===== src/verilog/decode_pkg.sv =====
// decode package: widths, opcode encodings, instruction formats and stage packets
`default_nettype none

package decode_pkg;

    // datapath and instruction widths
    localparam int xlen = 64;
    localparam int instr_w = 32;

    typedef logic [4:0] reg_idx_t;
    typedef logic [xlen-1:0] xdata_t;

    // rv64i major opcodes
    typedef enum logic [6:0] {
        op_r      = 7'b0110011,
        op_r_w    = 7'b0111011,
        op_jalr   = 7'b1100111,
        op_load   = 7'b0000011,
        op_imm    = 7'b0010011,
        op_imm_w  = 7'b0011011,
        op_store  = 7'b0100011,
        op_branch = 7'b1100011,
        op_lui    = 7'b0110111,
        op_auipc  = 7'b0010111,
        op_jal    = 7'b1101111,
        op_fence  = 7'b0001111,
        op_system = 7'b1110011
    } opcode_e;

    // register-register format
    typedef struct packed {
        logic [6:0] funct7;
        reg_idx_t   rs2;
        reg_idx_t   rs1;
        logic [2:0] funct3;
        reg_idx_t   rd;
        logic [6:0] opcode;
    } r_fmt_t;

    // immediate format, also loads and jalr
    typedef struct packed {
        logic [11:0] imm;
        reg_idx_t    rs1;
        logic [2:0]  funct3;
        reg_idx_t    rd;
        logic [6:0]  opcode;
    } i_fmt_t;

    // store format, immediate split around rs fields
    typedef struct packed {
        logic [6:0] imm_hi;
        reg_idx_t   rs2;
        reg_idx_t   rs1;
        logic [2:0] funct3;
        logic [4:0] imm_lo;
        logic [6:0] opcode;
    } s_fmt_t;

    // branch format, scrambled offset in halfwords
    typedef struct packed {
        logic       imm_12;
        logic [5:0] imm_10_5;
        reg_idx_t   rs2;
        reg_idx_t   rs1;
        logic [2:0] funct3;
        logic [3:0] imm_4_1;
        logic       imm_11;
        logic [6:0] opcode;
    } b_fmt_t;

    // upper immediate format
    typedef struct packed {
        logic [19:0] imm;
        reg_idx_t    rd;
        logic [6:0]  opcode;
    } u_fmt_t;

    // jump format
    typedef struct packed {
        logic       imm_20;
        logic [9:0] imm_10_1;
        logic       imm_11;
        logic [7:0] imm_19_12;
        reg_idx_t   rd;
        logic [6:0] opcode;
    } j_fmt_t;

    // one instruction word seen through each format
    typedef union packed {
        r_fmt_t r;
        i_fmt_t i;
        s_fmt_t s;
        b_fmt_t b;
        u_fmt_t u;
        j_fmt_t j;
    } instr_u;

    // decoder result
    typedef struct packed {
        reg_idx_t   rs1;
        reg_idx_t   rs2;
        reg_idx_t   rd;
        logic       uses_rs1;
        logic       uses_rs2;
        logic       writes_rd;
        opcode_e    opcode;
        logic [2:0] funct3;
        xdata_t     imm;
    } dec_t;

    // write-back port
    typedef struct packed {
        logic     valid;
        reg_idx_t rd;
        xdata_t   data;
    } wb_t;

    // destination still in flight in execute
    typedef struct packed {
        logic     valid;
        reg_idx_t rd;
    } pend_t;

    // packet handed to execute
    typedef struct packed {
        xdata_t              pc;
        logic [instr_w-1:0]  instr;
        opcode_e             opcode;
        logic [2:0]          funct3;
        reg_idx_t            rd;
        logic                writes_rd;
        xdata_t              imm;
        xdata_t              rs1_data;
        xdata_t              rs2_data;
    } issue_t;

endpackage

`default_nettype wire


===== src/verilog/reg_file.sv =====
// register file: 32 x 64-bit, two async read ports, one write-back port, x0 reads zero
`default_nettype none

module reg_file (
    input  logic                 clk,
    input  logic                 reset,
    input  decode_pkg::reg_idx_t rs1,
    input  decode_pkg::reg_idx_t rs2,
    output decode_pkg::xdata_t   rs1_data,
    output decode_pkg::xdata_t   rs2_data,
    input  decode_pkg::wb_t      wb
);

    decode_pkg::xdata_t regs [32];

    // architectural state clears on reset
    always_ff @(posedge clk) begin
        if (reset) begin
            for (int k = 0; k < 32; k++) begin
                regs[k] <= '0;
            end
        end else if (wb.valid && wb.rd != '0) begin
            // writes to x0 dropped
            regs[wb.rd] <= wb.data;
        end
    end

    // no write-through, a same-cycle write is seen next cycle
    assign rs1_data = (rs1 == '0) ? '0 : regs[rs1];
    assign rs2_data = (rs2 == '0) ? '0 : regs[rs2];

endmodule

`default_nettype wire

===== config.mk =====
export PLATFORM = sky130hd
export DESIGN_NAME = reg_file
export DESIGN_NICKNAME = d
export VERILOG_FILES = /design/src/verilog/decode_pkg.sv /design/src/verilog/reg_file.sv
export SDC_FILE = /design/constraint.sdc
export NUM_CORES = 2
export LEC_CHECK = 0
export ABC_AREA = 1
export ABC_CLOCK_PERIOD_IN_PS = 7340
export BUFFER_PORTS_ARGS = -buffer_cell sky130_fd_sc_hd__buf_2
export CORE_ASPECT_RATIO = 2
export CORE_UTILIZATION = 25
export DETAILED_ROUTE_END_ITERATION = 7
export GPL_ROUTABILITY_DRIVEN = 1
export PLACE_DENSITY = 0.49
export SETUP_SLACK_MARGIN = 0.05
export SYNTH_ARGS = -nofsm -noshare
export SYNTH_HDL_FRONTEND = slang
export SYNTH_SLANG_ARGS = --single-unit
export TNS_END_PERCENT = 20

===== constraint.sdc =====
create_clock -name clk -period 7.34 [get_ports clk]
set_input_delay 0 -clock clk [delete_from_list [all_inputs] [get_ports clk]]
set_output_delay 0 -clock clk [all_outputs]
set_load 0.05 [all_outputs]

---- After elaboration in Yosys (flattened, before gate mapping) ----
Memories as Yosys holds them, arrays and structs flattened.
Index checks and enable logic that the tools add are counted.
operators by class
  multiplexer cells ....................... 10
  reduce and logical (&&, ||, !) cells .... 5
operators by type and width
  cell               count
  $mux 64            3
  $reduce_or 64->1   1
  $logic_not 5->1    2
  $mux 1             6
  $mux 5             1
  $reduce_bool 5->1  1
  $logic_and 1x1->1  1
word-level totals
  input bits .............................. 82
  bits in registers ....................... 0
  memories kept ........................... 1
  memory bits (writable) .................. 2048
  word-level logic and storage cells ...... 16
memory list
  memory  words  bits a word  rd ports  clocked after memory_dff  wr ports  RTL line        RTL
  regs    32     64           2         0                         32        reg_file.sv:14  decode_pkg::xdata_t regs [32];

---- Logic depth before layout (Yosys ltp) ----
  word-level depth ........................ 7
  gate-level depth with buffers ........... 14
  gate-level depth less buffers ........... 10

---- Worst setup path before layout ----
No wires, ideal clock.
  kind .................................... input-to-reg
  from .................................... in wb[66] (netlist bit)
  to ...................................... mem regs[2][0] (netlist bit) (enable)
  stages on the path ...................... 12
  buffers on the path ..................... 2
  setup time .............................. 0.424 ns
  setup slack ............................. 4.653 ns
  data arrival time ....................... 2.263 ns
  cell sequence ........................... inv_2 nand3_2 inv_2 nand2_1 nand3_1 inv_2 nand3_1 inv_2 nand2_1 buf_2 buf_6 nand2_1
RTL lines
  item         RTL line        RTL
  from (decl)  reg_file.sv:11  input decode_pkg::wb_t wb
  to (decl)    reg_file.sv:14

==> run summary <==
outcome -> complete, no violations
post-synthesis sequential area ratio -> 53.68%
Pwr Total -> 28.93 mW
die height -> 959.3 um
gpl congestion -> 0.8440
post-synthesis register bit count -> 2048
Largest regs -> regs (2048)
final setup vio count -> 0
dpl cell area -> 119700 sq um
CTS tree -> yes
Clock Pin Slew Worst Setup and Hold Paths -> 0.07 ns
Cells after Synth -> 14574
Yosys cell types -> 24
worst setup margin -> 2.967 ns
Slew headroom -> 6.586%
Least-Margin Pin Slew -> 1.396 ns
Comb pwr share -> 15.5%
largest net degree at the start of global routing -> 176
Most used DFF post-synth -> edfxtp_1
cell area power density -> 228.8 nW/um^2
clock network power share -> 36.6%
Filler cells -> 48711
Util after Layout -> 27.71%
slowest CP cell -> buf_4
RSZ-0062 raised after global routing -> false
setup TNS -> 0 ns
Hold Worst Slack -> 0.01093 ns
Detailed Place HPWL -> 302200 um
minimum clock period -> 4.373 ns
Residual DRC -> 0
DRT Wirelength -> 560400 um
largest stage delay on the critical path -> 0.74 ns
Die Wd -> 480.7 um
Hold Path Cell Cnt -> 3
f_max -> 0.2287 GHz
leakage -> 51.45 nW
first-pass GRT wire length -> 775500 um
most used cell, CP -> inv_2
Final Hold Vio Count -> 0
Int Power -> 20.22 mW
clock sink total -> 2048
CP max FO -> 26
root buffer cell -> clkbuf_16
area of the multi-input gates -> 45820 sq um
DR iter-0 viols -> 12669
mapped cell area -> 114600 sq um
crit-path cells -> dlygate4sd3_1, buf_2, inv_2, nand3_2, dlygate4sd3_1, inv_2, nand2_1, nand3_1, inv_2, nand3_1, dlygate4sd3_1, inv_2, nand2_4, buf_4, buf_4, buf_4, nor2_1
post-route antenna net violation count -> 0
Synth area leaders -> edfxtp_1, nand2_1, nor2_1, nand3_1, o21ai_0
switching part of the total -> 30.13%
die area -> 461100 sq um
Largest register FFs -> 2048
WP data required -> 7.92 ns
MaxCap Viol Count -> 0
DRT Pass-1 Iters -> 8
Synth-to-Final Area Change -> 10.37%
Top reg by flops -> regs
post-cts resize count -> 0
WS Path Type -> in2reg
Post-synth ARST share -> 0%
Via density -> 5.265
wire length per cell -> 27.73 um
num rows -> 351
synthesized area per cell -> 7.861 sq um
most common cell in the netlist -> nand2_1
Seq pwr share -> 47.9%
share of post-route cells with drive strength above 1 -> 5.967%
Final Instance Area -> 126400 sq um
Placed Cells -> 19802
final period utilization -> 59.58%
total grt overflow -> 0
post-synth top area share -> 53.68%
arrival time of the worst setup path -> 4.96 ns
initial antenna violation count -> 23
Hold Path Class -> in2reg
fin. max-slew vios -> 0
H-tree levels -> 4
nets@finish -> 14132
cts bufs inserted -> 188
Tot GR Track Use -> 23.46%
Clock Path Buffers -> 4
maximum VDD drop -> 0.1768 mV
Place WS -> 3.316 ns
top cell type by total area after synthesis -> edfxtp_1
I/O pins -> 210
Reg area -> 61500 sq um
via count of the first global-routing pass -> 102526
CP Launch Type -> input port
Warnings, synthesis -> 0
CORE AREA -> 456300 sq um
Starting Density -> 25.11%
vias -> 106394
net switching power -> 8.718 mW
element type at the critical path end -> flip-flop
port bufs -> 209
Post-synth top cells -> nand2_1, nor2_1, nand3_1
final cell count without fillers -> 20208
number of flops mapped to enable cells by yosys -> 2048
placed cells by master, fill, tap and decap left out, types with 6 or more instances in the layout:
| master | n |
|---|---|
| o21ai_0 | 622 |
| clkbuf_16 | 191 |
| nand2_4 | 62 |
| buf_8 | 9 |
| buf_2 | 198 |
| buf_12 | 49 |
| inv_8 | 6 |
| clkbuf_1 | 33 |
| conb_1 | 64 |
| clkinv_1 | 45 |
| buf_4 | 193 |
| edfxtp_1 | 2048 |
| o21ai_1 | 39 |
| and3_1 | 7 |
| nand3_1 | 2068 |
| diode_2 | 13 |
| nor2_1 | 3446 |
| nor2_2 | 50 |
| bufinv_16 | 27 |
| nor3_1 | 8 |
| a21oi_1 | 128 |
| inv_1 | 306 |
| inv_2 | 10 |
| dlygate4sd3_1 | 59 |
| nand2_1 | 4374 |
| o211ai_1 | 100 |
| clkinv_2 | 35 |
critical path: cells and delay by family:
kind / cells / cell delay (ns)
buf+inv: 11 / 4.19
simple gates: 6 / 0.60
cells by family after synthesis:
kind of cell / after synthesis / share of synthesized area [%]
and+or+nand+nor: 10021 / 35.25
AOI/OAI and AO/OA: 889 / 4.102
other: 1 / 0.003273
buffers and inverters: 1615 / 6.965
DFF: 2048 / 53.68
path summary, 6_finish.rpt:
kind,from,end,slack [ns]
setup / recovery,wb[68],regs[11][19],2.97
hold / removal,wb[8],regs[17][8],0.01
per-layer routing:
metal	part of all wire, %	global-route usage (%)
met5	0.014	0
met4	8.2	16.80
met3	7.5	2.821
met2	49	40.70
met1	36	26.47
what timing repair did:
action | CTS | global route
buffers inserted | 0 | 0
endpoints found under the hold margin | 1318 | 0
setup endpoints to repair | 0 | 0
hold buffers | 59 | 0
layout make-up:
class | instances | area share (%)
Antenna cell | 13 | 0.02573
Clock buffer | 224 | 3.878
Clock inverter | 110 | 0.9569
Inverter | 328 | 1.028
Multi-Input combinational cell | 10974 | 36.24
Sequential cell | 2048 | 48.64
Tap cell | 6001 | 5.938
Timing Repair Buffer | 510 | 3.297
power groups by stage:
stage | clock (mW) | sequential (mW) | combinational [mW]
after floorplan | 0 | 14.0 | 2.72
after global placement | 0 | 14.1 | 4.42
after detailed placement | 0 | 14.1 | 4.43
after CTS | 10.7 | 13.8 | 4.46
after global routing | 10.9 | 13.9 | 4.78
final | 10.6 | 13.8 | 4.49
Power figures use the tool's default switching activity.
