File: src/verilog/decode_pkg.sv
// decode package: widths, opcode encodings, instruction formats and stage packets
`default_nettype none

package decode_pkg;

    // datapath and instruction widths
    localparam int xlen = 64;
    localparam int instr_w = 32;

    typedef logic [4:0] reg_idx_t;
    typedef logic [xlen-1:0] xdata_t;

    // rv64i major opcodes
    typedef enum logic [6:0] {
        op_r      = 7'b0110011,
        op_r_w    = 7'b0111011,
        op_jalr   = 7'b1100111,
        op_load   = 7'b0000011,
        op_imm    = 7'b0010011,
        op_imm_w  = 7'b0011011,
        op_store  = 7'b0100011,
        op_branch = 7'b1100011,
        op_lui    = 7'b0110111,
        op_auipc  = 7'b0010111,
        op_jal    = 7'b1101111,
        op_fence  = 7'b0001111,
        op_system = 7'b1110011
    } opcode_e;

    // register-register format
    typedef struct packed {
        logic [6:0] funct7;
        reg_idx_t   rs2;
        reg_idx_t   rs1;
        logic [2:0] funct3;
        reg_idx_t   rd;
        logic [6:0] opcode;
    } r_fmt_t;

    // immediate format, also loads and jalr
    typedef struct packed {
        logic [11:0] imm;
        reg_idx_t    rs1;
        logic [2:0]  funct3;
        reg_idx_t    rd;
        logic [6:0]  opcode;
    } i_fmt_t;

    // store format, immediate split around rs fields
    typedef struct packed {
        logic [6:0] imm_hi;
        reg_idx_t   rs2;
        reg_idx_t   rs1;
        logic [2:0] funct3;
        logic [4:0] imm_lo;
        logic [6:0] opcode;
    } s_fmt_t;

    // branch format, scrambled offset in halfwords
    typedef struct packed {
        logic       imm_12;
        logic [5:0] imm_10_5;
        reg_idx_t   rs2;
        reg_idx_t   rs1;
        logic [2:0] funct3;
        logic [3:0] imm_4_1;
        logic       imm_11;
        logic [6:0] opcode;
    } b_fmt_t;

    // upper immediate format
    typedef struct packed {
        logic [19:0] imm;
        reg_idx_t    rd;
        logic [6:0]  opcode;
    } u_fmt_t;

    // jump format
    typedef struct packed {
        logic       imm_20;
        logic [9:0] imm_10_1;
        logic       imm_11;
        logic [7:0] imm_19_12;
        reg_idx_t   rd;
        logic [6:0] opcode;
    } j_fmt_t;

    // one instruction word seen through each format
    typedef union packed {
        r_fmt_t r;
        i_fmt_t i;
        s_fmt_t s;
        b_fmt_t b;
        u_fmt_t u;
        j_fmt_t j;
    } instr_u;

    // decoder result
    typedef struct packed {
        reg_idx_t   rs1;
        reg_idx_t   rs2;
        reg_idx_t   rd;
        logic       uses_rs1;
        logic       uses_rs2;
        logic       writes_rd;
        opcode_e    opcode;
        logic [2:0] funct3;
        xdata_t     imm;
    } dec_t;

    // write-back port
    typedef struct packed {
        logic     valid;
        reg_idx_t rd;
        xdata_t   data;
    } wb_t;

    // destination still in flight in execute
    typedef struct packed {
        logic     valid;
        reg_idx_t rd;
    } pend_t;

    // packet handed to execute
    typedef struct packed {
        xdata_t              pc;
        logic [instr_w-1:0]  instr;
        opcode_e             opcode;
        logic [2:0]          funct3;
        reg_idx_t            rd;
        logic                writes_rd;
        xdata_t              imm;
        xdata_t              rs1_data;
        xdata_t              rs2_data;
    } issue_t;

endpackage

`default_nettype wire

File: src/verilog/instr_decoder.sv
// instruction decoder: field extraction, opcode class and sign-extended immediate
`default_nettype none

module instr_decoder (
    input  decode_pkg::instr_u instr,
    output decode_pkg::dec_t   dec
);

    decode_pkg::opcode_e op;
    logic                use1;
    logic                use2;
    logic                wr;
    decode_pkg::xdata_t  imm;

    // raw cast, unknown encodings fall to the default arm
    assign op = decode_pkg::opcode_e'(instr.r.opcode);

    always_comb begin
        use1 = 1'b0;
        use2 = 1'b0;
        wr = 1'b0;
        imm = '0;
        case (op)
            // register-register, no immediate
            decode_pkg::op_r, decode_pkg::op_r_w: begin
                use1 = 1'b1;
                use2 = 1'b1;
                wr = 1'b1;
            end
            decode_pkg::op_jalr, decode_pkg::op_load,
            decode_pkg::op_imm, decode_pkg::op_imm_w: begin
                use1 = 1'b1;
                wr = 1'b1;
                imm = {{(decode_pkg::xlen - 12){instr.i.imm[11]}}, instr.i.imm};
            end
            decode_pkg::op_store: begin
                use1 = 1'b1;
                use2 = 1'b1;
                imm = {{(decode_pkg::xlen - 12){instr.s.imm_hi[6]}},
                       instr.s.imm_hi, instr.s.imm_lo};
            end
            // branch offset, bit 0 always zero
            decode_pkg::op_branch: begin
                use1 = 1'b1;
                use2 = 1'b1;
                imm = {{(decode_pkg::xlen - 12){instr.b.imm_12}}, instr.b.imm_11,
                       instr.b.imm_10_5, instr.b.imm_4_1, 1'b0};
            end
            // upper 20 bits, low 12 zero
            decode_pkg::op_lui, decode_pkg::op_auipc: begin
                wr = 1'b1;
                imm = {{(decode_pkg::xlen - 32){instr.u.imm[19]}}, instr.u.imm, 12'b0};
            end
            decode_pkg::op_jal: begin
                wr = 1'b1;
                imm = {{(decode_pkg::xlen - 20){instr.j.imm_20}}, instr.j.imm_19_12,
                       instr.j.imm_11, instr.j.imm_10_1, 1'b0};
            end
            // fence, system and unknown: no register traffic
            default: begin
                use1 = 1'b0;
                use2 = 1'b0;
                wr = 1'b0;
            end
        endcase
    end

    // unused indices forced to x0 so the read data is a clean zero
    assign dec.rs1 = use1 ? instr.r.rs1 : '0;
    assign dec.rs2 = use2 ? instr.r.rs2 : '0;
    assign dec.rd = wr ? instr.r.rd : '0;
    assign dec.uses_rs1 = use1;
    assign dec.uses_rs2 = use2;
    assign dec.writes_rd = wr;
    assign dec.opcode = op;
    // u and j formats carry immediate bits where funct3 sits
    assign dec.funct3 = (op == decode_pkg::op_lui || op == decode_pkg::op_auipc ||
                         op == decode_pkg::op_jal) ? 3'b000 : instr.r.funct3;
    assign dec.imm = imm;

endmodule

`default_nettype wire

File: config.mk
export PLATFORM = sky130hd
export DESIGN_NAME = instr_decoder
export DESIGN_NICKNAME = d
export VERILOG_FILES = /design/src/verilog/decode_pkg.sv /design/src/verilog/instr_decoder.sv
export SDC_FILE = /design/constraint.sdc
export NUM_CORES = 1
export LEC_CHECK = 0
export ABC_AREA = 1
export BUFFER_PORTS_ARGS = -buffer_cell sky130_fd_sc_hd__buf_2
export CORE_MARGIN = 2
export CORE_UTILIZATION = 39
export DETAILED_ROUTE_END_ITERATION = 16
export PLACE_DENSITY = 0.95
export SLEW_MARGIN = 25
export SYNTH_ARGS = -nofsm -noshare
export SYNTH_HDL_FRONTEND = slang
export SYNTH_SLANG_ARGS = --single-unit
File: constraint.sdc
create_clock -name vclk -period 3.9
set_input_delay 0 -clock vclk [all_inputs]
set_output_delay 0 -clock vclk [all_outputs]
set_load 0.1 [all_outputs]
Word level (Yosys, flattened, before mapping) --
Cells that the tools add are included.
Operators by class: mux-type cells 8, equality and inequality tests 11, reductions and logical operators 7
Operators with widths (count):
- 64-bit case mux with 5 select lines | 1
- 7-bit by 6-bit == test with 1-bit output, second input constant | 4
- 7-bit by 5-bit == test with 1-bit output, second input constant | 3
- 7-bit == test, second input constant | 3
- 5-bit 2-to-1 mux | 3
- 9-bit OR reduction | 1
- 4-bit OR reduction | 2
- 8-bit OR reduction | 1
- 7-bit by 2-bit == test with 1-bit output, second input constant | 1
- 1-bit 2-to-1 mux | 3
- 3-bit 2-to-1 mux | 1
- 1-bit logical OR | 2
- 2-bit OR reduction | 1
Storage, ports and cells: bits in registers 0, output and inout port bits 92, input port bits 32, logic and storage cells 26

Depth between registers and ports, before layout --
word-level depth 4, gate-level depth with buffers 9

Least setup slack after synthesis --
No wires, ideal clock.
path kind input -> output, from in instr[3] (netlist name), to out dec[32] (netlist name), data required time 3.900 ns, cell stages on the path 9, arrival 2.318 ns, setup slack 1.582 ns, cells stage by stage inv_1 > nand2_2 > nor2_8 > nand2_2 > nor2_1 > buf_2 > nor2_1 > nand2_1 > buf_4
RTL lines:
- start: declaration | line instr_decoder.sv:5 | input decode_pkg::instr_u instr,
- end: declaration | line instr_decoder.sv:6 | output decode_pkg::dec_t dec

==> impl_metrics.env <==
export IMPL_status="finished, final reports clean"
export IMPL_dpl_hpwl_mm=2.65
export IMPL_slew_headroom_pct=55.2
export IMPL_final_antenna_net_count=0
export IMPL_setup_violations=0
export IMPL_numPortBuffers=124
export IMPL_place_gp_congestion=0.868
export IMPL_post_cts_buffers=0
export IMPL_hold_start="instr[4]"
export IMPL_synth_top_family_by_area="simple AND/OR/NAND/NOR gates"
export IMPL_synth_compound_area_share_pct=10.2
export IMPL_nets=335
export IMPL_whs_path_depth=2
export IMPL_avgSynthCellArea_um2=5.04
export IMPL_ys_types=18
export IMPL_crit_chain="buf_2 -> inv_1 -> nand2_2 -> nor2_4 -> nand2_1 -> nand3_4 -> nand2_2 -> nand2_1 -> buf_2"
export IMPL_wire_per_inst_um=9.43
export IMPL_die_h_um=57.9
export IMPL_worstPathMaxFanout=33
export IMPL_grt_overflow=0
export IMPL_crit_arrival_ps=2070
export IMPL_drtIter0Drc=76
export IMPL_placed_area_um2=1440
export IMPL_final_area_um2=1440
export IMPL_startpoint_type="input pin"
export IMPL_muxShareOfSynthArea_pct=0
export IMPL_area_growth_pct=26.8
export IMPL_maxCapViolCount=0
export IMPL_seq_area_um2=0
export IMPL_synthAdderAreaFrac_pct=0
export IMPL_seq_cells=0
export IMPL_final_cells=332
export IMPL_io_pins=124
export IMPL_cp_required_ps=3900
export IMPL_firstDrtPassIters=4
export IMPL_rows=19
export IMPL_die_area_um2=3350
export IMPL_crit_type="in2out"
export IMPL_grt_max_degree=34
export IMPL_fmax_mhz=484
export IMPL_finalHoldViolations=0
export IMPL_grt_pass1_wl_mm=4.71
export IMPL_via_count=1478
export IMPL_multi_input_area_um2=632
export IMPL_tns_ps=0
export IMPL_cp_end_kind="output port"
export IMPL_synthXorXnorAreaFrac_pct=0
export IMPL_peakVddDrop_uv=155
export IMPL_p_total_w=0.000278
export IMPL_syn_inst=225
export IMPL_drive_above_1_share_pct=46.2
export IMPL_cts_hold_buffers=0
export IMPL_power_leakage_nw=1.24
export IMPL_power_density_nw_per_um2=193
export IMPL_hold_ws_ps=405
export IMPL_placed_cells=332
export IMPL_hp_class="in2out"
export IMPL_start_util_pct=41.1
export IMPL_netlist_area_um2=1130
export IMPL_mostFrequentLayoutCell="buf_2"
export IMPL_slowest_stage="nand2_1"
export IMPL_viasPerCell=4.45
export IMPL_clockBufferCount=0
export IMPL_min_to="dec[71]"
export IMPL_finalCritPeriodShare_pct=53.0
export IMPL_cts_resized=0
export IMPL_synth_seq_area_share_pct=0
export IMPL_fp_dieW_um=57.9
export IMPL_slew_viol_final=0
export IMPL_drc=0
export IMPL_grt_usage_pct=16.9
export IMPL_rsz0062_at_grt="false"
export IMPL_slowest_delay_ps=590
export IMPL_synthSimpleGateAreaFrac_pct=45.6
export IMPL_layout_common_cells="buf_2 (124), nor2_1 (49), nand2_1 (42), inv_1 (35), o21ai_0 (15)"
export IMPL_worst_slew_pin_transition_ps=671
export IMPL_period_minus_slack_ps=2070
export IMPL_core_area_um2=2760
export IMPL_antennaDiodeCount=0
export IMPL_grt_pass1_vias=1091
export IMPL_routed_wirelength_mm=3.13
export IMPL_synth_nets=257
export IMPL_synth_warnings=0
export IMPL_fill_cells=302
export IMPL_antenna_found_initial=0
## routing by layer
metal	vias up	routed length (um)	global-route usage [%]
li1	784	-	-
met5	-	0	0
met4	0	0	0
met3	0	283	0.223
met2	83	1580	34.1
met1	611	1270	20.9
## final cells by class
cell class / instances / area share, %
Inverter: 37 / 9.66
Multi-Input combinational cell: 139 / 44.0
Tap cell: 31 / 2.70
Timing Repair Buffer: 125 / 43.7
## cells in the mapped netlist
master,instances,area [um2]
nor2_1,49,184
buf_4,43,323
nand2_1,42,158
inv_1,35,131
o21ai_0,15,75.1
nand3_1,12,60.1
a21oi_1,8,40.0
nand2_2,5,31.3
nor2_2,3,18.8
buf_2,2,10.0
buf_6,2,22.5
clkbuf_1,2,7.51
inv_2,2,7.51
nand2_4,1,11.3
nand3_4,1,17.5
nor2_4,1,11.3
nor2_8,1,20.0
nor3_1,1,5.00
## through the flow
step | util (%) | setup WS [ps]
3_3_place_gp | 52.1 | 1850
4_1_cts | 52.1 | 1760
6_report | 52.1 | 1830
5_1_grt | 52.1 | 1560
3_5_place_dp | 52.1 | 1770
2_1_floorplan | - | 1580
## critical path: cells and delay by family
kind / cells / cell delay (ps)
buffers and inverters: 3 / 750
and+or+nand+nor: 6 / 1300
## worst max path at each step
stage,cells after the start,endpoint,slack (ps),from
global placement,9,dec[52],1850,instr[4]
floorplan,9,dec[32],1580,instr[3]
finish,9,dec[51],1830,instr[4]
detailed placement,9,dec[34],1770,instr[4]
global route,9,dec[46],1560,instr[4]
CTS,9,dec[34],1760,instr[4]
## power breakdown
group	internal, W	switching, W
clock network	0	0
logic	0.0000384	0.000240
registers	0	0
## logic make-up after synthesis
logic type      after synthesis
simple gates                116
buf+inv                      86
compound gates               23
Power figures use the tool's default switching activity.
