==> src/verilog/decode_pkg.sv <==
// decode package: widths, opcode encodings, instruction formats and stage packets
`default_nettype none

package decode_pkg;

    // datapath and instruction widths
    localparam int xlen = 64;
    localparam int instr_w = 32;

    typedef logic [4:0] reg_idx_t;
    typedef logic [xlen-1:0] xdata_t;

    // rv64i major opcodes
    typedef enum logic [6:0] {
        op_r      = 7'b0110011,
        op_r_w    = 7'b0111011,
        op_jalr   = 7'b1100111,
        op_load   = 7'b0000011,
        op_imm    = 7'b0010011,
        op_imm_w  = 7'b0011011,
        op_store  = 7'b0100011,
        op_branch = 7'b1100011,
        op_lui    = 7'b0110111,
        op_auipc  = 7'b0010111,
        op_jal    = 7'b1101111,
        op_fence  = 7'b0001111,
        op_system = 7'b1110011
    } opcode_e;

    // register-register format
    typedef struct packed {
        logic [6:0] funct7;
        reg_idx_t   rs2;
        reg_idx_t   rs1;
        logic [2:0] funct3;
        reg_idx_t   rd;
        logic [6:0] opcode;
    } r_fmt_t;

    // immediate format, also loads and jalr
    typedef struct packed {
        logic [11:0] imm;
        reg_idx_t    rs1;
        logic [2:0]  funct3;
        reg_idx_t    rd;
        logic [6:0]  opcode;
    } i_fmt_t;

    // store format, immediate split around rs fields
    typedef struct packed {
        logic [6:0] imm_hi;
        reg_idx_t   rs2;
        reg_idx_t   rs1;
        logic [2:0] funct3;
        logic [4:0] imm_lo;
        logic [6:0] opcode;
    } s_fmt_t;

    // branch format, scrambled offset in halfwords
    typedef struct packed {
        logic       imm_12;
        logic [5:0] imm_10_5;
        reg_idx_t   rs2;
        reg_idx_t   rs1;
        logic [2:0] funct3;
        logic [3:0] imm_4_1;
        logic       imm_11;
        logic [6:0] opcode;
    } b_fmt_t;

    // upper immediate format
    typedef struct packed {
        logic [19:0] imm;
        reg_idx_t    rd;
        logic [6:0]  opcode;
    } u_fmt_t;

    // jump format
    typedef struct packed {
        logic       imm_20;
        logic [9:0] imm_10_1;
        logic       imm_11;
        logic [7:0] imm_19_12;
        reg_idx_t   rd;
        logic [6:0] opcode;
    } j_fmt_t;

    // one instruction word seen through each format
    typedef union packed {
        r_fmt_t r;
        i_fmt_t i;
        s_fmt_t s;
        b_fmt_t b;
        u_fmt_t u;
        j_fmt_t j;
    } instr_u;

    // decoder result
    typedef struct packed {
        reg_idx_t   rs1;
        reg_idx_t   rs2;
        reg_idx_t   rd;
        logic       uses_rs1;
        logic       uses_rs2;
        logic       writes_rd;
        opcode_e    opcode;
        logic [2:0] funct3;
        xdata_t     imm;
    } dec_t;

    // write-back port
    typedef struct packed {
        logic     valid;
        reg_idx_t rd;
        xdata_t   data;
    } wb_t;

    // destination still in flight in execute
    typedef struct packed {
        logic     valid;
        reg_idx_t rd;
    } pend_t;

    // packet handed to execute
    typedef struct packed {
        xdata_t              pc;
        logic [instr_w-1:0]  instr;
        opcode_e             opcode;
        logic [2:0]          funct3;
        reg_idx_t            rd;
        logic                writes_rd;
        xdata_t              imm;
        xdata_t              rs1_data;
        xdata_t              rs2_data;
    } issue_t;

endpackage

`default_nettype wire

==> src/verilog/issue_stage.sv <==
// issue stage: hazard stall, credit counting toward execute and the issue packet register
`default_nettype none

module issue_stage #(
    parameter int credits = 2
) (
    input  logic                 clk,
    input  logic                 reset,
    input  logic                 in_valid,
    input  logic                 flush,
    input  decode_pkg::xdata_t   pc,
    input  decode_pkg::instr_u   instr,
    input  decode_pkg::dec_t     dec,
    input  decode_pkg::xdata_t   rs1_data,
    input  decode_pkg::xdata_t   rs2_data,
    input  decode_pkg::pend_t    pend,
    input  logic                 credit_return,
    output logic                 stall,
    output logic                 out_valid,
    output decode_pkg::issue_t   out
);

    localparam int cnt_w = $clog2(credits + 1);

    logic [cnt_w-1:0] credit_cnt;
    logic             hazard;
    logic             no_credit;
    logic             fire;

    // pending result against a source this instruction really reads
    assign hazard = pend.valid && (pend.rd != '0) &&
                    ((dec.uses_rs1 && pend.rd == dec.rs1) ||
                     (dec.uses_rs2 && pend.rd == dec.rs2));
    assign no_credit = (credit_cnt == '0);

    // flushed input is swallowed as a bubble, never held
    assign stall = in_valid && !flush && (hazard || no_credit);
    assign fire = in_valid && !flush && !stall;

    // credits: spend on issue, refill on return, both may coincide
    always_ff @(posedge clk) begin
        if (reset) begin
            credit_cnt <= cnt_w'(credits);
        end else if (fire && !credit_return) begin
            credit_cnt <= credit_cnt - 1'b1;
        end else if (!fire && credit_return) begin
            credit_cnt <= credit_cnt + 1'b1;
        end
    end

    // valid is a one-cycle pulse per issued instruction
    always_ff @(posedge clk) begin
        if (reset) begin
            out_valid <= 1'b0;
        end else begin
            out_valid <= fire;
        end
    end

    // payload only loads on issue
    always_ff @(posedge clk) begin
        if (fire) begin
            out.pc <= pc;
            out.instr <= instr;
            out.opcode <= dec.opcode;
            out.funct3 <= dec.funct3;
            out.rd <= dec.rd;
            out.writes_rd <= dec.writes_rd;
            out.imm <= dec.imm;
            out.rs1_data <= rs1_data;
            out.rs2_data <= rs2_data;
        end
    end

endmodule

`default_nettype wire

==> config.mk <==
export PLATFORM = sky130hd
export DESIGN_NAME = issue_stage
export DESIGN_NICKNAME = d
export VERILOG_FILES = /design/src/verilog/decode_pkg.sv /design/src/verilog/issue_stage.sv
export SDC_FILE = /design/constraint.sdc
export NUM_CORES = 1
export LEC_CHECK = 0
export BUFFER_PORTS_ARGS = -buffer_cell sky130_fd_sc_hd__clkbuf_2
export CELL_PAD_IN_SITES_DETAIL_PLACEMENT = 0
export CELL_PAD_IN_SITES_GLOBAL_PLACEMENT = 1
export CORE_AREA = 5 5 245 247
export DETAILED_ROUTE_END_ITERATION = 10
export DIE_AREA = 0 0 250 252
export PLACE_DENSITY_LB_ADDON = 0.1
export SYNTH_ARGS = -nofsm -noshare
export SYNTH_HDL_FRONTEND = slang
export SYNTH_SLANG_ARGS = --single-unit
==> constraint.sdc <==
create_clock -name clk -period 22.5 [get_ports clk]
set_clock_uncertainty 0.05 [all_clocks]
set_input_delay 3.375 -clock clk [delete_from_list [all_inputs] [get_ports clk]]
set_output_delay 3.375 -clock clk [all_outputs]
set_load 0.01 [all_outputs]
## After elaboration in Yosys (flattened, before gate mapping)

Cells that the tools add are included.

| word-level totals | value |
|---|---|
| logic and storage cells | 35 |
| output and inout bits | 306 |
| flip-flop bits (word level) | 307 |

| cells by class | value |
|---|---|
| add/subtract/negate cells | 2 |
| reductions and logical operators | 18 |
| muxes and demuxes | 2 |
| equal/unequal tests | 2 |

Operators by type and width:

| cell | count |
|---|---|
| == test 5 bit | 2 |
| logical AND 1 bit | 9 |
| nonzero test 5 bit | 1 |
| zero test 1 bit | 4 |
| two-way mux 2 bit | 2 |
| adder 2 x 1 -> 2 bit, second input constant | 1 |
| zero test 2 bit | 1 |
| logical OR 1 bit | 2 |
| nonzero test 2 bit | 1 |
| subtractor 2 x 1 -> 2 bit, second input constant | 1 |

## Logic depth before layout (Yosys ltp)

Gate-level depths: netlist (run 1).

| depth | value |
|---|---|
| depth in word-level cells | 12 |
| depth in mapped cells | 8 |

## Least setup slack after synthesis (run 1)

OpenSTA, ideal clock, no wires.

| timing path | value |
|---|---|
| path type | input -> register |
| start | input port pend[1] (netlist bit) |
| end | register credit_cnt[1] |
| stages on the path | 6 |
| data required time | 22318 ps |
| arrival time | 21389 ps |
| setup slack | 928 ps |
| library setup time | 132 ps |
| path through | or4_1 > o21a_1 > a21oi_1 > ha_1 > o21ai_0 > or3b_2 |

| on the way | value |
|---|---|
| longest elaborated chain between the ends | 11 |
| elaborated cells on any way between the ends | 17 |

RTL lines:

| item | line | text |
|---|---|---|
| start: declaration | issue_stage.sv:16 | `input decode_pkg::pend_t pend,` |
| == test 5 bit (on tied branches) | issue_stage.sv:32, issue_stage.sv:33 |  |
| logical AND 1 bit (on tied branches) | issue_stage.sv:32, issue_stage.sv:33 |  |
| logical OR 1 bit | issue_stage.sv:32 | `((dec.uses_rs1 && pend.rd == dec.rs1) \|\|` |
| logical AND 1 bit (*) | issue_stage.sv:31 | `assign hazard = pend.valid && (pend.rd != '0) &&` |
| logical OR 1 bit (*) | issue_stage.sv:37 | `assign stall = in_valid && !flush && (hazard \|\| no_credit);` |
| logical AND 1 bit (*) | issue_stage.sv:37 |  |
| zero test 1 bit (*) | issue_stage.sv:38 | `assign fire = in_valid && !flush && !stall;` |
| logical AND 1 bit (*) | issue_stage.sv:38 |  |
| via fire | issue_stage.sv:28 | `logic fire;` |
| zero test 1 bit | issue_stage.sv:46 | `end else if (!fire && credit_return) begin` |
| logical AND 1 bit | issue_stage.sv:46 |  |
| nonzero test 2 bit (no source line) | -- |  |
| end signal: assignment | issue_stage.sv:43 | `credit_cnt <= cnt_w'(credits);` |
| end signal: assignment | issue_stage.sv:45 | `credit_cnt <= credit_cnt - 1'b1;` |
| end signal: assignment | issue_stage.sv:47 | `credit_cnt <= credit_cnt + 1'b1;` |
| end: declaration | issue_stage.sv:25 | `logic [cnt_w-1:0] credit_cnt;` |

Mark *: on every way through the listed nets, which the timed path passes. The rest lies on a longest branch.
A chain may end at the register's enable or synchronous reset.

## Final worst setup path (run 1)

| timing path | value |
|---|---|
| start | input port pend[1] (netlist bit) |
| end | output port stall |

| on the way | value |
|---|---|
| longest elaborated chain between the ends | 6 |
| elaborated cells on any way between the ends | 10 |

RTL lines:

| item | line | text |
|---|---|---|
| == test 5 bit (on tied branches) | issue_stage.sv:32, issue_stage.sv:33 |  |
| logical AND 1 bit (on tied branches) | issue_stage.sv:32, issue_stage.sv:33 |  |
| logical OR 1 bit | issue_stage.sv:32 |  |
| logical AND 1 bit (*) | issue_stage.sv:31 |  |
| logical OR 1 bit (*) | issue_stage.sv:37 |  |
| logical AND 1 bit (*) | issue_stage.sv:37 |  |
| end: declaration | issue_stage.sv:18 | `output logic stall,` |

Mark *: on every way between the ends. The rest lies on a longest branch, timed or not.

==> results of run 1 <==
## registers in the layout (all words and copies together) (netlist names)
signal      count
credit_cnt      2
out           304
out_valid       1
## cell families after synthesis
logic type / Yosys count / synth area share [%]
AOI/OAI and AO/OA: 7 / 0.531
xor gates and xnor gates: 12 / 1.12
adders and majority gates: 1 / 0.133
buffers and inverters: 1 / 0.0398
DFF: 307 / 97.6
and+or+nand+nor: 10 / 0.624
## per-stage QoR
step,setup slack [ns],cells,area (sq um),utilization (%)
2_1_floorplan,0.928,338,9420,-
3_3_place_gp,14.45,1738,13600,23.7
3_5_place_dp,14.45,1738,13600,23.7
6_report,14.46,1813,14800,25.8
5_1_grt,14.39,1810,14800,25.8
4_1_cts,14.44,1809,14800,25.8
## area by class of cell
class	instances	area [sq um]	area share, %
Clock buffer	52	1070	7.20
Timing Repair Buffer	635	3200	21.6
Sequential cell	307	9190	62.0
Antenna cell	4	10.0	0.0675
Tap cell	765	957	6.46
Inverter	1	3.75	0.0253
Multi-Input combinational cell	30	238	1.60
Clock inverter	19	165	1.11
## power by group through the flow
stage,sequential (mW),clock [mW],combinational (mW)
floorplan,0.730,0,0.0161
global placement,0.691,0,0.107
detailed placement,0.691,0,0.107
CTS,0.679,0.638,0.107
global route,0.682,0.661,0.112
finish,0.679,0.606,0.102
## worst max-delay path: stages
cell	delay, ns
clkbuf_2	0.11
or4_1	0.51
o21a_1	0.25
a31o_1	0.24
clkbuf_2	0.13
## placed cells by master, fill, tap and decap left out, types with 2 or more instances in the layout
cell | netlist | final
clkinv_2 | 0 | 6
dfxtp_1 | 3 | 3
clkbuf_1 | 0 | 11
o21ai_0 | 2 | 2
bufinv_16 | 0 | 3
clkbuf_16 | 0 | 41
clkinvlp_4 | 0 | 2
edfxtp_1 | 304 | 304
buf_4 | 0 | 2
clkinv_1 | 0 | 8
xnor2_1 | 11 | 11
clkbuf_2 | 0 | 632
nand4_1 | 2 | 2
nand2_1 | 2 | 2
diode_2 | 0 | 4
## Yosys cell counts
master / count
a211oi_2: 1
or3b_2: 1
nand4_1: 2
o22ai_1: 1
xor2_1: 1
o21ai_0: 2
inv_1: 1
or4_1: 1
nor2b_1: 1
nor3_1: 1
dfxtp_1: 3
nor3b_1: 1
edfxtp_1: 304
a31o_1: 1
xnor2_1: 11
nand2_1: 2
a21oi_1: 1
nor2_1: 1
ha_1: 1
o21a_1: 1
## per-layer routing
metal	routed length, um	share of wire (%)	up-vias
li1	-	-	2739
met1	11600	32	2893
met2	19200	53	329
met3	4260	12	48
met4	760	2.1	8
met5	57	0.16	-
## final timing paths
kind	start	to	slack, ns	cells after the start
max reg2reg	credit_cnt[0]$_SDFFE_PP0P_	out[151]$_DFFE_PP_	19.05	4
max	pend[1]	stall	14.46	5
min reg2reg	credit_cnt[0]$_SDFFE_PP0P_	credit_cnt[0]$_SDFFE_PP0P_	0.53	2
min	credit_cnt[0]$_SDFFE_PP0P_	credit_cnt[0]$_SDFFE_PP0P_	0.53	2
==> summary.md, run 1 <==
| Metric | Value |
|---|---|
| Final Total Pwr | between 1 and 1.5 mW |
| Core area | approximately 57000 sq um |
| Sink Count | between 300 and 400 |
| Final worst-path cycle share | 35.7% |
| Internal power component | 1.08 mW |
| Met3 Usage GRT | under 10% |
| Remaining antenna violation count | 0 |
| Worst-path maximum fanout | 3 |
| Max-cap violations | 0 |
| GR peak layer | met2 |
| Vias in the first global route | 6415 |
| PostCTS Resize Cnt | 0 |
| Pwr dens | a little over 90 nW/um^2 |
| Synthesized net count | ~670 |
| Slew headroom | slightly below 30% |
| Fillers | approximately 6.0k |
| TritonCTS buffer count | 39 |
| Synthesis-stage register bit count | approximately 310 |
| RePlAce Congestion | roughly 0.75 |
| Synth top area cells | edfxtp_1 97%, xnor2_1 1.0%, dfxtp_1 0.64%, a211oi_2 0.13%, ha_1 0.13% |
| Max Root-Sink Buffers | 3 |
| Share of layout cells above drive strength 1 | between 60 and 70% |
| Initial antenna violation count | 11 |
| Clock power share | between 40% and 50% |
| Critical Path Sink Type | primary output |
| Yosys top cell by area | edfxtp_1 |
| Netlist cell types | 20 |
| TNS Setup | 0 ns |
| Starting Density | between 10% and 20% |
| Worst-Skew Late Latency | between 0.5 and 0.6 ns |
| First-pass GRT wire length | between 40000 and 50000 um |
| Drt initial violations | 312 |
| Seq pwr share | 48.9% |
| Via Count | between 6k and 7k |
| GRT Overall Usage | roughly 11% |
| CTS tree | done |
| Min cycle time layout | between 8 and 9 ns |
| Final Hold Fails | 0 |
| Largest net degree at the start of global routing | about 150 |
| Final wirelength | approximately 36000 um |
| IO Count | approximately 630 |
| Met1 GRT Util | 10.4% |
| Clk slew on worst S/H paths | roughly 0.060 ns |
| Row count | 88 |
| Post-DP HPWL | 28400 um |
| Post-synthesis sequential area ratio | between 90% and 100% |
| Vias per inst | 3.32 |
| Worst vdd ir | 0.0448 mV |
| Crit path DAT | 4.61 ns |
| Mapped Avg Cell Area | around 28 sq um |
| Final setup violation count | 0 |
| DRT Pass-1 Iters | 4 |
| CTS Hold Bufs | 0 |
| Fmax | between 100 and 150 MHz |
| Number of port buffers | approximately 630 |
| Postcts setup bufs | 0 |
| Leak | just over 6 nW |
| Die area | about 63000 sq um |
| Critical Path Source Type | input pin |
| GR Util met2 | 19.6% |
| Wire length per cell | between 15 and 20 um |
| Final net count | between 1k and 1.5k |
| Critical path required time | ~19 ns |
| Switching Share | between 20 and 25% |
| Final Slew Violations | 0 |
| Slew @ Worst Pin | around 1.1 ns |
| Post-synthesis cell count | approximately 340 |
| P_sw | 308 uW |
| DRC | 0 |
| WS Path Type | input pin to primary output |
| Gate power share | between 7 and 8% |
| H-tree depth | 2 |
| Clk root buf | clkbuf_16 |
| Hold/Removal Path Class | register to register |
| Status | finished, final reports clean |
| Area Overhead vs Synth | 57.4% |
| Post-Syn Area | about 9400 sq um |
| Die width | around 250 um |
| RSZ-0062 raised after global routing | no |
| Synth warn | 0 |
| Hold Slack | between 0.5 and 0.6 ns |
| Top cell type's share of synthesized area | a little over nine tenths |
| Global route total overflow | 0 |
| Die height | approximately 250 um |
No activity file was read; power rests on OpenSTA's default activity.
==> run 2, diff against run 1 <==
--- a/config.mk
+++ b/config.mk
@@ -8,9 +8,9 @@
 export BUFFER_PORTS_ARGS = -buffer_cell sky130_fd_sc_hd__clkbuf_2
 export CELL_PAD_IN_SITES_DETAIL_PLACEMENT = 0
 export CELL_PAD_IN_SITES_GLOBAL_PLACEMENT = 1
-export CORE_AREA = 5 5 245 247
+export CORE_AREA = 5 5 240 242
 export DETAILED_ROUTE_END_ITERATION = 10
-export DIE_AREA = 0 0 250 252
+export DIE_AREA = 0 0 245 247
 export PLACE_DENSITY_LB_ADDON = 0.1
 export SYNTH_ARGS = -nofsm -noshare
 export SYNTH_HDL_FRONTEND = slang
==> constraint.sdc (replaced) <==
create_clock -name clk -period 7.5 [get_ports clk]
set_clock_uncertainty 0.05 [all_clocks]
set_input_delay 1.125 -clock clk [delete_from_list [all_inputs] [get_ports clk]]
set_output_delay 1.125 -clock clk [all_outputs]
set_load 0.01 [all_outputs]
==> summary.md, run 2 (synthesis results as in run 1) <==
| Metric | Value |
|---|---|
| RSZ-0062 raised after global routing | no |
| DRC | 0 |
| Final std cells w/o fill | 1744 |
| First-pass GRT wire length | roughly 47000 um |
| Status | finished, final reports clean |
| Area after DPL | around 14000 sq um |
| Crit path DAT | about 3.9 ns |
| Met1 GRT Util | under 10% |
| Clk slew on worst S/H paths | 0.05 ns |
| Fmax | between 200 and 300 MHz |
| Die area | ~61000 sq um |
| TNS Setup | 0 ns |
| Final net count | 1340 |
| Final WS setup | 3.74 ns |
| Drt initial violations | slightly above 200 |
| Vias per inst | around 3.5 |
| Largest Register | out |
| Postcts setup bufs | 0 |
| Critical path required time | between 7 and 8 ns |
| Pwr dens | around 280 nW/um^2 |
| Die height | approximately 250 um |
| Met3 Usage GRT | roughly 5.6% |
| H-tree depth | 2 |
| Fin area | ~15000 sq um |
| Clk root buf | clkbuf_16 |
| Leak | slightly above 6 nW |
| Post-placement cell count | approximately 1.7k |
| Largest register FFs | approximately 300 |
| Critical Path Sink Type | register |
| Vias in the first global route | 6426 |
| Number of port buffers | roughly 630 |
| Hold Slack | ~0.56 ns |
| Hold/Removal Path Class | register to register |
| Starting Density | 17.2% |
| Final setup violation count | 0 |
| Worst vdd ir | 0.130 mV |
| DRT Pass-1 Iters | 4 |
| Wire length per cell | roughly 20 um |
| Most common cell after layout, fill and taps aside | clkbuf_2 |
| Worst-path maximum fanout | around 150 |
| Dpl ws | approximately 3.2 ns |
| Area of the multi-input gates | 240 sq um |
| Critical Path Source Type | input pin |
| Slew @ Worst Pin | about 1.2 ns |
| Final wirelength | approximately 35000 um |
| IO Count | 633 |
| GR Util met2 | between 20% and 30% |
| Sequential Area | around 9000 sq um |
| Core area | ~55000 sq um |
| GRT Overall Usage | a little over a tenth |
| Max-cap violations | 0 |
| Final Hold Fails | 0 |
| Share of layout cells above drive strength 1 | 66.2% |
| Final worst-path cycle share | around half |
| Largest regs | out (304), credit_cnt (2), out_valid (1) |
| Largest net degree at the start of global routing | approximately 160 |
| RePlAce Congestion | 0.732 |
| Max Root-Sink Buffers | 3 |
| CTS tree | done |
| Slew headroom | 22.0% |
| CTS Hold Bufs | 0 |
| Area Overhead vs Synth | 55.7% |
| Global route total overflow | 0 |
| TritonCTS buffer count | 38 |
| Fillers | around 5.7k |
| Die width | between 200 and 250 um |
| Most frequent cells in the layout | 632 x clkbuf_2, 304 x edfxtp_1, 39 x clkbuf_16 |
| Row count | between 80 and 90 |
| Post-DP HPWL | 27700 um |
| Initial antenna violation count | 5 |
| Worst-Skew Late Latency | 0.52 ns |
| PostCTS Resize Cnt | 0 |
| Sink Count | roughly 300 |
| WS Path Type | input pin to register |
| Remaining antenna violation count | 0 |
| Via Count | around 6k |
| Min cycle time layout | approximately 3.8 ns |
| Final Slew Violations | 0 |
| GR peak layer | met2 |
## run 2: cell types whose count changed in the layout (fill, tap and decap cells not counted), moves of 2 or more
cell | before | now
clkinv_2 | 6 | 8
clkbuf_1 | 11 | 7
buf_4 | 2 | 0
clkbuf_16 | 41 | 39
clkinvlp_4 | 2 | 0
## run 2: final cells by class
type	count	area share, %
flip-flops and latches	307	62.7
repair buffers	634	21.8
clock inverters	19	0.947
multi-input cells	30	1.64
clock buffers	46	6.83
inverters	1	0.0256
diodes	3	0.0512
well taps	704	6.01
## run 2: metal layers
metal / up-vias / routed length [um]
li1: 2732 / -
met2: 319 / 19700
met3: 54 / 3890
met5: - / 27
met4: 4 / 864
met1: 2917 / 10800
## run 2: where the power goes
part	internal, mW	switching (mW)
Clock	1.01	0.713
Sequential	2.01	0.0258
Combinational	0.127	0.181
Total	3.15	0.920
## run 2: worst paths after layout
| kind | cells after the start | slack, ns | start | end |
|---|---|---|---|---|
| max reg2reg | 3 | 4.64 | credit_cnt[0]$_SDFFE_PP0P_ | out[144]$_DFFE_PP_ |
| min | 2 | 0.56 | credit_cnt[0]$_SDFFE_PP0P_ | credit_cnt[0]$_SDFFE_PP0P_ |
| max | 5 | 3.74 | pend[1] | out[144]$_DFFE_PP_ |
| min reg2reg | 2 | 0.56 | credit_cnt[0]$_SDFFE_PP0P_ | credit_cnt[0]$_SDFFE_PP0P_ |
## run 2: metrics by stage
| step | power [mW] | util [%] |
|---|---|---|
| floorplan | 2.19 | - |
| global placement | 2.39 | 24.6 |
| detailed placement | 2.39 | 24.6 |
| CTS | 4.18 | 26.7 |
| global route | 4.27 | 26.7 |
| finish | 4.07 | 26.7 |
## run 2: worst max-delay path, stage by stage
cell and delay, ns:
clkbuf_2 0.11, or4_1 0.52, o21a_1 0.28, a21oi_4 0.93, buf_12 0.62
==> run 3, diff against run 2 <==
--- a/config.mk
+++ b/config.mk
@@ -5,12 +5,13 @@
 export SDC_FILE = /design/constraint.sdc
 export NUM_CORES = 1
 export LEC_CHECK = 0
+export ABC_AREA = 1
 export BUFFER_PORTS_ARGS = -buffer_cell sky130_fd_sc_hd__clkbuf_2
 export CELL_PAD_IN_SITES_DETAIL_PLACEMENT = 0
 export CELL_PAD_IN_SITES_GLOBAL_PLACEMENT = 1
-export CORE_AREA = 5 5 240 242
+export CORE_AREA = 5 5 241 243
 export DETAILED_ROUTE_END_ITERATION = 10
-export DIE_AREA = 0 0 245 247
+export DIE_AREA = 0 0 246 248
 export PLACE_DENSITY_LB_ADDON = 0.1
 export SYNTH_ARGS = -nofsm -noshare
 export SYNTH_HDL_FRONTEND = slang
==> constraint.sdc (replaced) <==
create_clock -name clk -period 3.59 [get_ports clk]
set_clock_uncertainty 0.05 [all_clocks]
set_input_delay 0.5385 -clock clk [delete_from_list [all_inputs] [get_ports clk]]
set_output_delay 0.5385 -clock clk [all_outputs]
set_load 0.01 [all_outputs]
==> summary.md, run 3 <==
| Metric | Value |
|---|---|
| Max-cap violations | 0 |
| RR Startpoint | credit_cnt[1]$_SDFFE_PP1P_ |
| Count leader, synth | edfxtp_1 |
| Max Root-Sink Buffers | 3 |
| Post-DP HPWL | 30000 um |
| Dpl ws | between 1 and 1.5 ns |
| Post-synthesis cell count | about 380 |
| Die height | ~250 um |
| Die area | 61000 sq um |
| Top cell type's share of synthesized area | roughly 96% |
| Critical Path Sink Type | primary output |
| Yosys top cell by area | edfxtp_1 |
| Status | finished, final reports clean |
| Final std cells w/o fill | around 1.8k |
| Synthesized net count | roughly 700 |
| Initial antenna violation count | 10 |
| Final wirelength | 37600 um |
| Critical path endpoint | stall |
| Sink Count | 307 |
| Final setup violation count | 0 |
| Largest regs | out (304), credit_cnt (2), out_valid (1) |
| Slew headroom | 52.6% |
| GRT Overall Usage | roughly 11% |
| Clk slew on worst S/H paths | ~0.060 ns |
| Most common cell after layout, fill and taps aside | clkbuf_2 |
| Synth warn | 0 |
| Largest Register | out |
| Fmax | between 400 and 500 MHz |
| Share of layout cells above drive strength 1 | about 65% |
| DRC | 0 |
| Starting Density | between 15 and 20% |
| Vias in the first global route | between 6k and 7k |
| TritonCTS buffer count | 39 |
| Wire length per cell | about 20 um |
| Post-synth top cells | 304 x edfxtp_1, 29 x nand2_1, 13 x inv_1, 9 x nor2_1, 5 x inv_2 |
| Fillers | just under 6k |
| CTS Hold Bufs | 0 |
| FF-to-FF End | credit_cnt[1]$_SDFFE_PP1P_ |
| Pwr dens | around 570 nW/um^2 |
| H-tree depth | 2 |
| Synthesis-stage register bit count | between 300 and 400 |
| Number of port buffers | 632 |
| Reg2reg path depth | 8 |
| Min cycle time layout | between 2 and 2.5 ns |
| Row count | 87 |
| RePlAce Congestion | 0.756 |
| Critical Path Source Type | register |
| Drt initial violations | between 200 and 250 |
| Final Slew Violations | 0 |
| Number of enable flip-flop cells after synthesis | between 300 and 400 |
| Synth Flop Type | edfxtp_1 |
| RSZ-0062 raised after global routing | no |
| Die width | around 250 um |
| Critical path required time | ~3.0 ns |
| Final worst-path cycle share | 58.2% |
| Post-synthesis sequential area ratio | 96.7% |
| Largest net degree at the start of global routing | ~110 |
| Slew @ Worst Pin | about 0.71 ns |
| Worst-Skew Late Latency | ~0.55 ns |
| Post-Syn Area | ~9500 sq um |
| Asr flop ratio synth | 0% |
| Synth top area cells | edfxtp_1 96%, nand2_1 1.1%, dfxtp_1 0.63%, inv_1 0.51%, nor2_1 0.36% |
| CTS tree | done |
| TNS Setup | 0 ns |
| Via Count | about 6.2k |
| Largest register FFs | around 300 |
| Final Hold Fails | 0 |
| Final WS setup | around 1.5 ns |
| Netlist cell types | 18 |
| Worst-path maximum fanout | 3 |
| Post-placement cell count | ~1.8k |
| WS Path Type | register to primary output |
| Postcts setup bufs | 0 |
| Crit. Startpoint | credit_cnt[1]$_SDFFE_PP1P_ |
| Global route total overflow | 0 |
| DRT Pass-1 Iters | 4 |
| R2r setup slk | between 1.5 and 2 ns |
| Vias per inst | about 3.4 |
| First-pass GRT wire length | just under 50000 um |
| Worst vdd ir | 0.258 mV |
| Final net count | 1383 |
| IO Count | about 630 |
| Leak | between 6 and 7 nW |
| Area Overhead vs Synth | 56.4% |
| PostCTS Resize Cnt | 0 |
| Mapped Avg Cell Area | 25.1 sq um |
| Remaining antenna violation count | 0 |
| Core area | about 56000 sq um |
| Most frequent cells in the layout | 632 x clkbuf_2, 304 x edfxtp_1, 41 x clkbuf_16 |
| Clk root buf | clkbuf_16 |
| Crit path DAT | 1.50 ns |
| Hold/Removal Path Class | input pin to register |
run 3: cell types whose count changed after synthesis, sizes merged, moves of 2 or more:
cell / before / now
a21oi: 1 / 3
nand3: 0 / 3
nor2: 1 / 11
inv: 1 / 18
nand2: 2 / 30
xnor2: 11 / 0
run 3: worst min path at each step:
| stage | from | end | slack, ns | cells past startpoint |
|---|---|---|---|---|
| floorplan | credit_cnt[1]$_SDFFE_PP1P_ | credit_cnt[1]$_SDFFE_PP1P_ | 0.39 | 1 |
| global placement | credit_cnt[1]$_SDFFE_PP1P_ | credit_cnt[1]$_SDFFE_PP1P_ | 0.41 | 1 |
| detailed placement | credit_cnt[1]$_SDFFE_PP1P_ | credit_cnt[1]$_SDFFE_PP1P_ | 0.42 | 1 |
| CTS | rs2_data[42] | out[42]$_DFFE_PP_ | 0.04 | 1 |
| global route | dec[14] | out[142]$_DFFE_PP_ | 0.05 | 1 |
| finish | rs2_data[42] | out[42]$_DFFE_PP_ | 0.11 | 1 |
run 3: critical path, stage by stage (launching register included):
cell and delay [ns]:
dfxtp_1 0.32, or2_2 0.33, a21oi_2 0.14, clkbuf_2 0.15
run 3: metal layers:
layer	routed length (um)	vias to the layer above	global-route usage [%]
li1	-	2839	-
met1	12400	2980	11.6
met2	20400	313	21.0
met3	4080	51	5.76
met4	673	8	3.22
met5	46	-	0
run 3: area by class of cell:
class                   instances  area, sq um  area share (%)
clock buffers                  52         1070            7.18
well taps                     756          946            6.36
inverters                      18         91.3           0.614
flip-flops and latches        307         9190            61.8
diodes                          4         10.0          0.0673
repair buffers                635         3220            21.7
clock inverters                16         88.8           0.597
multi-input cells              54          254            1.71
run 3: through the flow:
step                      hold slack [ns]  cell area (sq um)  utilization, %  total power [mW]
final                               0.106              14900            26.7              8.50
after global routing               0.0494              14900            26.7              8.94
after CTS                          0.0400              14900            26.7              8.74
after detailed placement            0.420              13700            24.6              5.00
after global placement              0.406              13700            24.6              5.00
after floorplan                     0.389               9530               -              4.57
run 3: where the power goes:
part | switching [mW] | internal [mW] | total, mW
clock network | 1.51 | 2.09 | 3.60
logic | 0.388 | 0.263 | 0.650
registers | 0.0487 | 4.20 | 4.25
total | 1.95 | 6.55 | 8.50
run 3: kinds of logic after synthesis:
family / Yosys count / share of synthesized area [%]
and+or+nand+nor: 46 / 2.04
buffers and inverters: 18 / 0.711
adders and majority gates: 1 / 0.132
xor gates and xnor gates: 1 / 0.0922
AOI/OAI and AO/OA: 6 / 0.355
DFF: 307 / 96.7
